## config.mk

```make
export PLATFORM = sky130hd
export DESIGN_NAME = ex_stage
export DESIGN_NICKNAME = d
export VERILOG_FILES = /design/src/common/ex_sizes_pkg.sv /design/src/common/ex_isa_pkg.sv /design/src/common/ex_op_if.sv /design/src/source/ex_stage.sv /design/src/ex_alu/ex_alu.sv /design/src/source/ex_issue.sv /design/src/source/ex_op_queue.sv
export SDC_FILE = /design/constraint.sdc
export NUM_CORES = 1
export LEC_CHECK = 0
export ABC_AREA = 1
export BUFFER_PORTS_ARGS = -buffer_cell sky130_fd_sc_hd__buf_2
export CAP_MARGIN = 20
export CORE_MARGIN = 5
export CORE_UTILIZATION = 30
export DETAILED_ROUTE_END_ITERATION = 8
export GPL_TIMING_DRIVEN = 0
export PLACE_DENSITY = 0.46
export SLEW_MARGIN = 0
export SYNTH_ARGS = -nofsm -noshare
export SYNTH_HDL_FRONTEND = slang
export SYNTH_SLANG_ARGS = --single-unit
```

## constraint.sdc

```tcl
create_clock -name iw_clk -period 7.6 [get_ports iw_clk]
set_clock_uncertainty 0.2 [all_clocks]
set_input_delay 0.76 -clock iw_clk [delete_from_list [all_inputs] [get_ports iw_clk]]
set_output_delay 0.76 -clock iw_clk [all_outputs]
set_load 0.005 [all_outputs]
```

## src/common/ex_sizes_pkg.sv

```systemverilog
package ex_sizes_pkg;

    // ####################
    // Datapath widths
    // ####################

    localparam int DATA_W  = 32;
    localparam int IMM_W   = 12;
    localparam int SHAMT_W = 5;  // Shift amounts at or above 2**SHAMT_W clear the result

    // ####################
    // Vector types
    // ####################

    typedef logic [DATA_W-1:0] data_t;
    typedef logic [IMM_W-1:0]  imm_t;

endpackage
```

## src/common/ex_isa_pkg.sv

```systemverilog
package ex_isa_pkg;
    import ex_sizes_pkg::*;

    // ####################
    // Instruction set
    // ####################

    typedef enum logic [5:0] {
        OPC_MOVU  = 6'h00,
        OPC_ADDU  = 6'h01,
        OPC_SUBU  = 6'h02,
        OPC_ANDU  = 6'h03,
        OPC_ORU   = 6'h04,
        OPC_XORU  = 6'h05,
        OPC_SHLU  = 6'h06,
        OPC_SHRU  = 6'h07,
        OPC_CMPU  = 6'h09,
        OPC_ADDS  = 6'h0A,
        OPC_SUBS  = 6'h0B,
        OPC_SHRS  = 6'h0C,
        OPC_CMPS  = 6'h0D,
        OPC_JCCU  = 6'h0E,
        OPC_MOVIU = 6'h10,
        OPC_ADDIU = 6'h11,
        OPC_ADDIS = 6'h12,
        OPC_BCCIS = 6'h13
    } opc_e;

    typedef enum logic [3:0] {
        CC_RA = 4'h0,
        CC_EQ = 4'h1,
        CC_NE = 4'h2,
        CC_LT = 4'h3,
        CC_GT = 4'h4,
        CC_GE = 4'h5,
        CC_LE = 4'h6,
        CC_BT = 4'h7,
        CC_AT = 4'h8,
        CC_BE = 4'h9,
        CC_AE = 4'hA
    } cc_e;

    typedef struct packed {
        logic z;
        logic n;
        logic c;
        logic v;
    } flags_t;

    // ####################
    // Decoded operation
    // ####################

    typedef enum logic [3:0] {
        FN_MOV, FN_ADD, FN_SUB, FN_AND, FN_OR, FN_XOR,
        FN_SHL, FN_SHR, FN_SAR, FN_CMP, FN_BRANCH, FN_ILLEGAL
    } alu_fn_e;

    typedef struct packed {
        alu_fn_e fn;
        logic    sgn;  // Selects signed flag rules for add, sub and cmp
        cc_e     cc;
        data_t   pc;
        data_t   a;
        data_t   b;
    } ex_op_t;

endpackage

```

## src/common/ex_op_if.sv

```systemverilog
interface ex_op_if import ex_isa_pkg::*; ();

    ex_op_t op;
    logic   valid;
    logic   ready;

    // A transfer takes place on an edge where valid and ready are both high
    modport source (
        output op,
        output valid,
        input  ready
    );

    modport sink (
        input  op,
        input  valid,
        output ready
    );

endinterface

```

## src/source/ex_stage.sv

```systemverilog
module ex_stage import ex_sizes_pkg::*, ex_isa_pkg::*; #(
    parameter int FIFO_DEPTH = 4
) (
    input  logic   iw_clk,
    input  logic   iw_rst,
    input  logic   in_req,
    output logic   in_ack,
    input  opc_e   in_opc,
    input  cc_e    in_cc,
    input  data_t  in_pc,
    input  data_t  in_src,
    input  data_t  in_tgt,
    input  imm_t   in_imm,
    output logic   out_req,
    input  logic   out_ack,
    output data_t  out_result,
    output flags_t out_flags,
    output logic   out_branch_taken,
    output data_t  out_branch_pc
);

    ex_op_if q_in ();   // Issue to queue
    ex_op_if q_out ();  // Queue to ALU

    ex_issue u_issue (
        .iw_clk (iw_clk),
        .iw_rst (iw_rst),
        .in_req (in_req),
        .in_ack (in_ack),
        .in_opc (in_opc),
        .in_cc  (in_cc),
        .in_pc  (in_pc),
        .in_src (in_src),
        .in_tgt (in_tgt),
        .in_imm (in_imm),
        .q      (q_in.source)
    );

    ex_op_queue #(
        .FIFO_DEPTH (FIFO_DEPTH)
    ) u_queue (
        .iw_clk (iw_clk),
        .iw_rst (iw_rst),
        .wr     (q_in.sink),
        .rd     (q_out.source)
    );

    ex_alu u_alu (
        .iw_clk           (iw_clk),
        .iw_rst           (iw_rst),
        .q                (q_out.sink),
        .out_req          (out_req),
        .out_ack          (out_ack),
        .out_result       (out_result),
        .out_flags        (out_flags),
        .out_branch_taken (out_branch_taken),
        .out_branch_pc    (out_branch_pc)
    );

endmodule

```

## src/ex_alu/ex_alu.sv

```systemverilog
module ex_alu import ex_sizes_pkg::*, ex_isa_pkg::*; (
    input  logic   iw_clk,
    input  logic   iw_rst,
    ex_op_if.sink  q,
    output logic   out_req,
    input  logic   out_ack,
    output data_t  out_result,
    output flags_t out_flags,
    output logic   out_branch_taken,
    output data_t  out_branch_pc
);

    data_t  a;
    data_t  b;
    data_t  sum;
    data_t  diff;
    data_t  res;
    flags_t fl_nxt;
    logic   add_ovf;
    logic   sub_ovf;
    logic   sh_big;
    logic   cc_true;
    logic   taken;
    logic   pop;

    assign a    = q.op.a;
    assign b    = q.op.b;
    assign sum  = a + b;
    assign diff = b - a;  // Subtraction keeps the b minus a operand order

    assign add_ovf = (a[DATA_W-1] == b[DATA_W-1]) && (sum[DATA_W-1] != a[DATA_W-1]);
    assign sub_ovf = (a[DATA_W-1] != b[DATA_W-1]) && (diff[DATA_W-1] != b[DATA_W-1]);
    assign sh_big  = |a[DATA_W-1:SHAMT_W];

    // ####################
    // Result and flags
    // ####################

    always_comb begin
        res    = '0;
        fl_nxt = out_flags;  // Flags not written by the op keep their value
        case (q.op.fn)
            FN_MOV: res = a;
            FN_ADD: begin
                res = sum;
                if (q.op.sgn) begin
                    fl_nxt.n = sum[DATA_W-1];
                    fl_nxt.v = add_ovf;
                end else begin
                    fl_nxt.c = (sum < a);
                end
            end
            FN_SUB: begin
                res = diff;
                if (q.op.sgn) begin
                    fl_nxt.n = diff[DATA_W-1];
                    fl_nxt.v = sub_ovf;
                end else begin
                    fl_nxt.c = (b < a);
                end
            end
            FN_AND: res = a & b;
            FN_OR:  res = a | b;
            FN_XOR: res = a ^ b;
            FN_SHL: res = sh_big ? '0 : b << a[SHAMT_W-1:0];
            FN_SHR: res = sh_big ? '0 : b >> a[SHAMT_W-1:0];
            FN_SAR: res = sh_big ? '0 : data_t'($signed(b) >>> a[SHAMT_W-1:0]);
            FN_CMP: begin
                fl_nxt.z = (a == b);
                if (q.op.sgn) begin
                    fl_nxt.n = diff[DATA_W-1];
                    fl_nxt.v = sub_ovf;
                end else begin
                    fl_nxt.c = (b < a);
                end
            end
            FN_BRANCH: res = '0;
            default: fl_nxt = '0;  // Illegal op clears every flag
        endcase
        if (q.op.fn inside {FN_MOV, FN_ADD, FN_SUB, FN_AND, FN_OR, FN_XOR,
                            FN_SHL, FN_SHR, FN_SAR}) begin
            fl_nxt.z = (res == '0);
        end
        if (q.op.fn inside {FN_SHL, FN_SHR, FN_SAR}) begin
            fl_nxt.v = sh_big;
        end
        if (q.op.fn == FN_SAR) begin
            fl_nxt.n = res[DATA_W-1];
        end
    end

    // ####################
    // Branch decision
    // ####################

    // Conditions look at the flags left by the previous op
    always_comb begin
        case (q.op.cc)
            CC_RA:   cc_true = 1'b1;
            CC_EQ:   cc_true = out_flags.z;
            CC_NE:   cc_true = !out_flags.z;
            CC_LT:   cc_true = out_flags.n ^ out_flags.v;
            CC_GT:   cc_true = !out_flags.z && !(out_flags.n ^ out_flags.v);
            CC_GE:   cc_true = !(out_flags.n ^ out_flags.v);
            CC_LE:   cc_true = out_flags.z || (out_flags.n ^ out_flags.v);
            CC_BT:   cc_true = out_flags.c;
            CC_AT:   cc_true = !out_flags.c && !out_flags.z;
            CC_BE:   cc_true = out_flags.c || out_flags.z;
            CC_AE:   cc_true = !out_flags.c;
            default: cc_true = 1'b0;
        endcase
    end

    assign taken = (q.op.fn == FN_BRANCH) && cc_true;

    // ####################
    // Four-phase output side
    // ####################

    assign q.ready = !out_req && !out_ack;  // Pop only once the previous ack has dropped
    assign pop     = q.valid && q.ready;

    always_ff @(posedge iw_clk or posedge iw_rst) begin
        if (iw_rst) begin
            out_req   <= 1'b0;
            out_flags <= '0;
        end else if (pop) begin
            out_req   <= 1'b1;
            out_flags <= fl_nxt;
        end else if (out_req && out_ack) begin
            out_req   <= 1'b0;
        end
    end

    always_ff @(posedge iw_clk) begin
        if (pop) begin
            out_result       <= res;
            out_branch_taken <= taken;
            out_branch_pc    <= taken ? q.op.pc + a : '0;
        end
    end

endmodule

```

## src/source/ex_issue.sv

```systemverilog
module ex_issue import ex_sizes_pkg::*, ex_isa_pkg::*; (
    input  logic  iw_clk,
    input  logic  iw_rst,
    input  logic  in_req,
    output logic  in_ack,
    input  opc_e  in_opc,
    input  cc_e   in_cc,
    input  data_t in_pc,
    input  data_t in_src,
    input  data_t in_tgt,
    input  imm_t  in_imm,
    ex_op_if.source q
);

    ex_op_t dec;
    data_t  imm_zx;
    data_t  imm_sx;

    assign imm_zx = {{(DATA_W-IMM_W){1'b0}}, in_imm};
    assign imm_sx = {{(DATA_W-IMM_W){in_imm[IMM_W-1]}}, in_imm};

    // ####################
    // Decode
    // ####################

    always_comb begin
        dec     = '0;
        dec.fn  = FN_ILLEGAL;
        dec.cc  = in_cc;
        dec.pc  = in_pc;
        dec.a   = in_src;
        dec.b   = in_tgt;
        case (in_opc)
            OPC_MOVU:  dec.fn = FN_MOV;
            OPC_ADDU:  dec.fn = FN_ADD;
            OPC_SUBU:  dec.fn = FN_SUB;
            OPC_ANDU:  dec.fn = FN_AND;
            OPC_ORU:   dec.fn = FN_OR;
            OPC_XORU:  dec.fn = FN_XOR;
            OPC_SHLU:  dec.fn = FN_SHL;
            OPC_SHRU:  dec.fn = FN_SHR;
            OPC_CMPU:  dec.fn = FN_CMP;
            OPC_JCCU:  dec.fn = FN_BRANCH;
            OPC_ADDS:  {dec.fn, dec.sgn} = {FN_ADD, 1'b1};
            OPC_SUBS:  {dec.fn, dec.sgn} = {FN_SUB, 1'b1};
            OPC_SHRS:  {dec.fn, dec.sgn} = {FN_SAR, 1'b1};
            OPC_CMPS:  {dec.fn, dec.sgn} = {FN_CMP, 1'b1};
            OPC_MOVIU: {dec.fn, dec.a} = {FN_MOV, imm_zx};
            OPC_ADDIU: {dec.fn, dec.a} = {FN_ADD, imm_zx};
            OPC_ADDIS: {dec.fn, dec.sgn, dec.a} = {FN_ADD, 1'b1, imm_sx};
            OPC_BCCIS: {dec.fn, dec.a} = {FN_BRANCH, imm_sx};
            default:   dec.fn = FN_ILLEGAL;
        endcase
    end

    // ####################
    // Four-phase input side
    // ####################

    always_ff @(posedge iw_clk or posedge iw_rst) begin
        if (iw_rst) begin
            q.valid <= 1'b0;
            in_ack  <= 1'b0;
        end else if (!q.valid && !in_ack && in_req) begin
            q.valid <= 1'b1;  // Request seen, offer the decoded op to the queue
        end else if (q.valid && q.ready) begin
            q.valid <= 1'b0;
            in_ack  <= 1'b1;  // Acknowledge only once the op sits in the queue
        end else if (in_ack && !in_req) begin
            in_ack  <= 1'b0;
        end
    end

    always_ff @(posedge iw_clk) begin
        if (!q.valid && !in_ack && in_req) begin
            q.op <= dec;
        end
    end

endmodule

```

## src/source/ex_op_queue.sv

```systemverilog
module ex_op_queue import ex_isa_pkg::*; #(
    parameter int FIFO_DEPTH = 4
) (
    input  logic iw_clk,
    input  logic iw_rst,
    ex_op_if.sink   wr,
    ex_op_if.source rd
);

    localparam int PTR_W = $clog2(FIFO_DEPTH);

    ex_op_t           mem [FIFO_DEPTH];
    logic [PTR_W-1:0] wr_ptr;
    logic [PTR_W-1:0] rd_ptr;
    logic [PTR_W:0]   count;
    logic             push;
    logic             pop;

    assign wr.ready = (count != FIFO_DEPTH[PTR_W:0]);
    assign rd.valid = (count != '0);
    assign rd.op    = mem[rd_ptr];

    assign push = wr.valid && wr.ready;
    assign pop  = rd.valid && rd.ready;

    always_ff @(posedge iw_clk or posedge iw_rst) begin
        if (iw_rst) begin
            wr_ptr <= '0;
            rd_ptr <= '0;
            count  <= '0;
        end else begin
            if (push) begin
                wr_ptr <= wr_ptr + 1'b1;  // Depth is a power of two so pointers wrap freely
            end
            if (pop) begin
                rd_ptr <= rd_ptr + 1'b1;
            end
            case ({push, pop})
                2'b10:   count <= count + 1'b1;
                2'b01:   count <= count - 1'b1;
                default: count <= count;
            endcase
        end
    end

    always_ff @(posedge iw_clk) begin
        if (push) begin
            mem[wr_ptr] <= wr.op;
        end
    end

endmodule

```

* Yosys cells after proc, flatten, opt, wreduce, memory -nomap -nowiden
Memory sizes are Yosys's and may differ from the RTL's.
Index checks and enable logic that the tools add are counted.
** Word-level totals
- Register bits after elaboration :: 184
- Memory bits (writable) :: 420
- Input bits :: 122
- Output and inout port bits :: 71
- Logic and storage cells :: 170
- Memories :: 1
** Operators by class
- Add/sub/neg operators :: 7
- Magnitude comparators :: 2
- Equality and inequality tests :: 54
- Shifts and indexed selects :: 3
- Muxes and demuxes :: 28
- Bitwise operators :: 6
- Reductions and logical operators :: 50
** Memories
- u_queue.mem :: words 4, bits a word 105, rd ports 1, clocked after memory_dff 0, wr ports 1, RTL line ex_op_queue.sv:12 : ex_op_t mem [FIFO_DEPTH];
** Operator list (number)
- case mux 32 bit (9 select lines) :: 1
- 2-to-1 mux 32 bit :: 3
- adder 32 bit :: 2
- less-than comparator 32 bit :: 2
- case mux 32 bit (2 select lines) :: 1
- case mux 4 bit (11 select lines) :: 1
- equality test 6 x 4 -> 1 bit, second input constant :: 6
- bitwise AND 32 bit :: 1
- equality test 32 bit :: 1
- equality test 4 x 3 -> 1 bit, second input constant :: 8
- zero test 32 bit :: 1
- bitwise OR 32 bit :: 1
- << shifter 32 x 5 -> 32 bit :: 1
- >> shifter 32 x 5 -> 32 bit :: 1
- >>> shifter 32 x 5 -> 32 bit :: 1
- subtractor 32 bit :: 1
- XOR 32 bit :: 1
- OR reduction 27 bit :: 1
- equality test 4 bit, second input constant :: 6
- equality test 6 x 3 -> 1 bit, second input constant :: 4
- equality test 6 x 5 -> 1 bit, second input constant :: 4
- 2-to-1 mux 1 bit :: 18
- equality test 4 x 2 -> 1 bit, second input constant :: 4
- OR reduction 2 bit :: 7
- 34 further kinds :: 73

* Logic depth before layout (Yosys ltp)
An unclocked memory read counts as a cell.
- Depth after elaboration :: 7
- Mapped depth :: 32
- Mapped depth without buffers :: 27

* Modules after synthesis
A second synthesis with hierarchy kept.
** Unflattened totals
- Cell total of the unflattened synthesis :: 4314
- Area, all modules :: 36732.7 um^2
** By module, submodules not included
- ex_op_queue :: times used 1, cells an instance 1285, area an instance 17197.7 um^2, sequential area each 12787.3 um^2
- ex_alu :: times used 1, cells an instance 2776, area an instance 15687.5 um^2, sequential area each 2077.0 um^2
- ex_issue :: times used 1, cells an instance 253, area an instance 3847.4 um^2, sequential area each 3203.1 um^2

* Worst setup path before layout
No wires, ideal clock.
- Kind :: input -> register
- Start point :: input port out_ack
- End point :: register u_queue.count[2]
- Arrival :: 6.899 ns
- Required time :: 7.276 ns
- Setup slack :: 0.377 ns
- Cell stages on the path :: 7
- Path buffers :: 0
- Path through :: nor3_1 -> ha_1 -> inv_1 -> fa_1 -> a21oi_1 -> o21ai_0 -> xnor2_1
** Between the ends
- Word-level cells in the longest chain between the ends :: 5
** Ends and longest elaborated chain
- from (decl) :: RTL line ex_stage.sv:15 : input logic out_ack,
- zero test 1 bit (*) :: RTL line ex_alu.sv:120 : assign q.ready = !out_req && !out_ack;
- logical AND 1 bit (*) :: RTL line ex_alu.sv:120
- logical AND 1 bit (*) :: RTL line ex_op_queue.sv:24 : assign pop = rd.valid && rd.ready;
- equality test 2 x 1 -> 1 bit or equality test 2 bit (tied branches) :: RTL line ex_op_queue.sv:38 : case ({push, pop})
- case mux 3 bit (2 select lines) or nonzero test 2 bit (tied branches)
- to (signal assigned) :: RTL line ex_op_queue.sv:39 : 2'b10: count <= count + 1'b1;
- to (signal assigned) :: RTL line ex_op_queue.sv:40 : 2'b01: count <= count - 1'b1;
- to (signal assigned) :: RTL line ex_op_queue.sv:41 : default: count <= count;
- to (decl) :: RTL line ex_op_queue.sv:15 : logic [PTR_W:0] count;
Mark *: on every way between the ends. The rest lies on a longest branch, timed or not.
A chain may end at the register's enable or synchronous reset.

* Final worst setup path
- Start point :: register u_queue.rd_ptr[0]
- End point :: register u_alu.out_flags[3] (netlist name)
** Between the ends
- Word-level cells in the longest chain between the ends :: 6
** Ends and longest elaborated chain
- from (decl) :: RTL line ex_op_queue.sv:14 : logic [PTR_W-1:0] rd_ptr;
- from (signal assigned) :: RTL line ex_op_queue.sv:36 : rd_ptr <= rd_ptr + 1'b1;
- memory read (4 x 105 bit) (*)
- parallel branches: the longest is 2 deep, another holds subtractor 32 bit
- case mux 32 bit (9 select lines) (*) :: RTL line ex_alu.sv:42 : case (q.op.fn)
- net u_alu.res[6] :: RTL line ex_alu.sv:17 : data_t res;
- zero test 32 bit (*) :: RTL line ex_alu.sv:82 : fl_nxt.z = (res == '0);
- 2-to-1 mux 1 bit (*) :: RTL line ex_alu.sv:80 : if (q.op.fn inside {FN_MOV, FN_ADD, FN_SUB, FN_AND, FN_OR, FN_XOR,
Mark *: on every way through the listed nets, which the timed path passes.

==> reports/qor.yml <==
clk_pin_slew_ns: 0.06
critPathKind: "reg -> reg"
r2r_slack_ns: 0.65
crit_fanout: 12
hold_end: "u_issue.q.op[24]$_DFFE_PP_"
grtUsageTotal_pct: 22.64
worstReg2RegStart: "u_queue.rd_ptr[0]$_DFFE_PP0P_"
port_buffers: 192
dieArea_um2: 123300
synthFlopType: "edfxtp_1"
synth_top_area_share_pct: 50.76
ff2ff_path_depth: 24
core_area_um2: 115900
hpwl_mm: 110.7
drc_errors: 0
yosys_warnings: 0
synth_top_area_cell: "edfxtp_1"
ys_types: 56
period_needed_ns: 6.951
drive_gt1_share_pct: 10.45
critPathArrivalTime_ns: 7.33
rsz0062_at_grt: "no"
clk_latency_ns: 0.65
wl_mm: 143.2
firstDrtPassIters: 6
post-route-period-util_pct: 91.46
finalSetupTns_ns: 0
synth.area.top_cells: "edfxtp_1 (51%), nand2_1 (11%), nand3_1 (7.6%)"
grt_overflow: 0
worstReg2RegEnd: "u_alu.out_flags[3]$_DFFE_PP0P_"
dieHeight_um: 351.1
grt_first_pass_wirelength_mm: 202.7
start_kind: "flip-flop"
worst_pin_slew_ns: 1.395
grt_start_max_net_pins: 34
die_x_um: 351.1
wl_per_cell_um: 24.41
numClockSinks: 604
synth_common_cells: "nand2_1 (1,021), edfxtp_1 (590), nand3_1 (527)"
row_count: 125
detailedPlace.worstSlack_ns: 0.8060
via_per_inst: 5.158
cts_made_buffers: 69
cts_resized: 0
cap_violations: 0
slew_headroom_pct: 7.009
synth_nets: 4296
synth-seq-area-share_pct: 51.76
synth_area_um2: 34900
tritoncts: "built"
max_freq_mhz: 143.9
cts_hold_buf: 0
fin_ws_ns: 0.6493
globalplace.congestion: 0.9780
area_growth_syn_to_layout_pct: 16.03
ant_nets: 0
grt_pass1_vias: 28670
htreeDepth: 3
ios: 193
slew_viol_final: 0
synth-edff-count: 590
crit_path_end_kind: "flip-flop"
clockBufferDepth: 3
setup_viol_count_final: 0
yosys_register_bits: 604
drt-initial-drc-count: 3217
finalHoldViolCount: 0
post_cts_buffers: 0
synth_most_common_cell: "nand2_1"
synthCells: 3998
syn_avg_cell_area_um2: 8.731
min_path_type: "in -> reg"
clock-root-buffer: "clkbuf_16"
final_nets: 4590
antenna_found_initial: 5
vias: 30270
async_flop_share_pct: 2.318
worstPathRequired_ns: 7.98
hold_start: "in_tgt[24]"
status: "completed"
start_util_pct: 30.12
hold_depth: 1
-- how the worst max path moves through the flow --
stage	start	endpoint	slack [ns]	cells after the start
3_5_place_dp	u_queue.rd_ptr[0]$_DFFE_PP0P_	u_alu.out_flags[1]$_DFFE_PP0P_	0.81	26
2_1_floorplan	out_ack	u_queue.count[2]$_DFFE_PP0P_	0.38	7
4_1_cts	u_queue.rd_ptr[0]$_DFFE_PP0P_	u_alu.out_flags[1]$_DFFE_PP0P_	0.87	26
3_3_place_gp	out_ack	u_alu.out_flags[1]$_DFFE_PP0P_	-5.00	5
5_1_grt	u_queue.rd_ptr[0]$_DFFE_PP0P_	u_alu.out_flags[1]$_DFFE_PP0P_	0.52	31
6_report	u_queue.rd_ptr[0]$_DFFE_PP0P_	u_alu.out_flags[3]$_DFFE_PP0P_	0.65	24
-- final cells by class --
class	instances	area, um2
clock buffer	85	1787
timing repair buffer	223	1506
multi-input combinational	2765	14310
tap	1524	1907
fill	12090	75390
inverter	459	1725
sequential	604	18070
clock inverter	38	351.6
buffer	170	847.1
antenna	1	2.502
-- metal layers --
metal / global-route usage [%] / up-vias / wire length (um)
met3: 3.435 / 259 / 10180
met2: 35.09 / 1251 / 62290
met1: 31.51 / 14520 / 63930
met5: 0 / - / 11
li1: - / 14240 / -
met4: 9.925 / 2 / 6831
-- cell families (layout without fill, tap and decap cells) --
kind of cell	count (synthesis)	after routing	synth area share [%]
AOI/OAI and AO/OA	626	626	10.31
xor gates and xnor gates	39	39	0.9786
adders and majority gates	176	176	6.395
buffers and inverters	629	975	7.370
DFF	604	604	51.76
other	0	1	0
and+or+nand+nor	1924	1924	23.19
-- worst max-delay path, stage by stage (launching register included) --
cell,delay (ns)
dfrtp_1,0.41
buf_6,0.17
inv_4,0.07
buf_4,0.18
nand2_1,0.06
nand3_1,0.06
nand2_1,0.47
buf_2,0.46
buf_1,0.68
ha_1,0.25
buf_2,0.20
nand2_1,0.07
o21ai_0,0.58
nand2_1,0.10
nand2_1,0.23
xor2_1,0.15
nand2_1,0.09
o21ai_0,0.08
a2111oi_0,0.91
nand2_1,0.47
nor2_1,0.20
nand3_1,0.15
nor2_1,0.17
nand2_1,0.26
a21oi_1,0.21
-- cells in the final DEF, fill, tap and decap left out, types with 8 or more instances in the layout --
cell type	synthesis	final
nor2_1	276	271
o21a_1	8	8
a211oi_1	9	9
or2_2	8	8
nand2_1	1021	1021
nand4_1	21	21
o211ai_1	22	22
nor4_1	10	10
edfxtp_1	590	590
ha_1	172	172
a221oi_1	11	11
and2_1	8	8
o21bai_1	12	12
a31oi_1	11	11
buf_12	0	17
o21ai_0	213	213
o21ai_1	11	11
clkinv_2	0	10
buf_4	21	23
buf_1	9	9
clkbuf_16	0	69
buf_6	7	13
buf_2	62	254
a21boi_0	8	8
o22ai_1	44	44
dfrtp_1	14	14
inv_2	12	12
clkbuf_1	71	87
inv_1	443	443
nand3_1	527	527
nor3_1	37	36
clkinv_1	3	15
xor2_1	35	35
a21oi_1	232	232
-- flip-flops by register name, summed over array words and instances, names as in the netlist, 2 cells and up --
name                 cells
u_issue.q.op           105
u_queue.rd_ptr           2
u_queue.wr_ptr           2
u_alu.out_flags          4
u_alu.out_result        32
u_alu.out_branch_pc     32
u_queue.count            3
u_queue.mem            420
-- per-stage QoR --
stage	area, um2	util, %	hold WS (ns)	std cells
3_3_place_gp	37770	32.59	0.2775	5714
6_report	40500	34.95	0.1037	5869
3_5_place_dp	38360	33.10	0.2778	5745
4_1_cts	40500	34.95	0.05700	5868
5_1_grt	40500	34.95	0.06935	5868
2_1_floorplan	34900	-	0.2587	3998
Power is not shown: default switching activity piles up to over one toggle a cycle in this logic, so the estimate is an artifact.
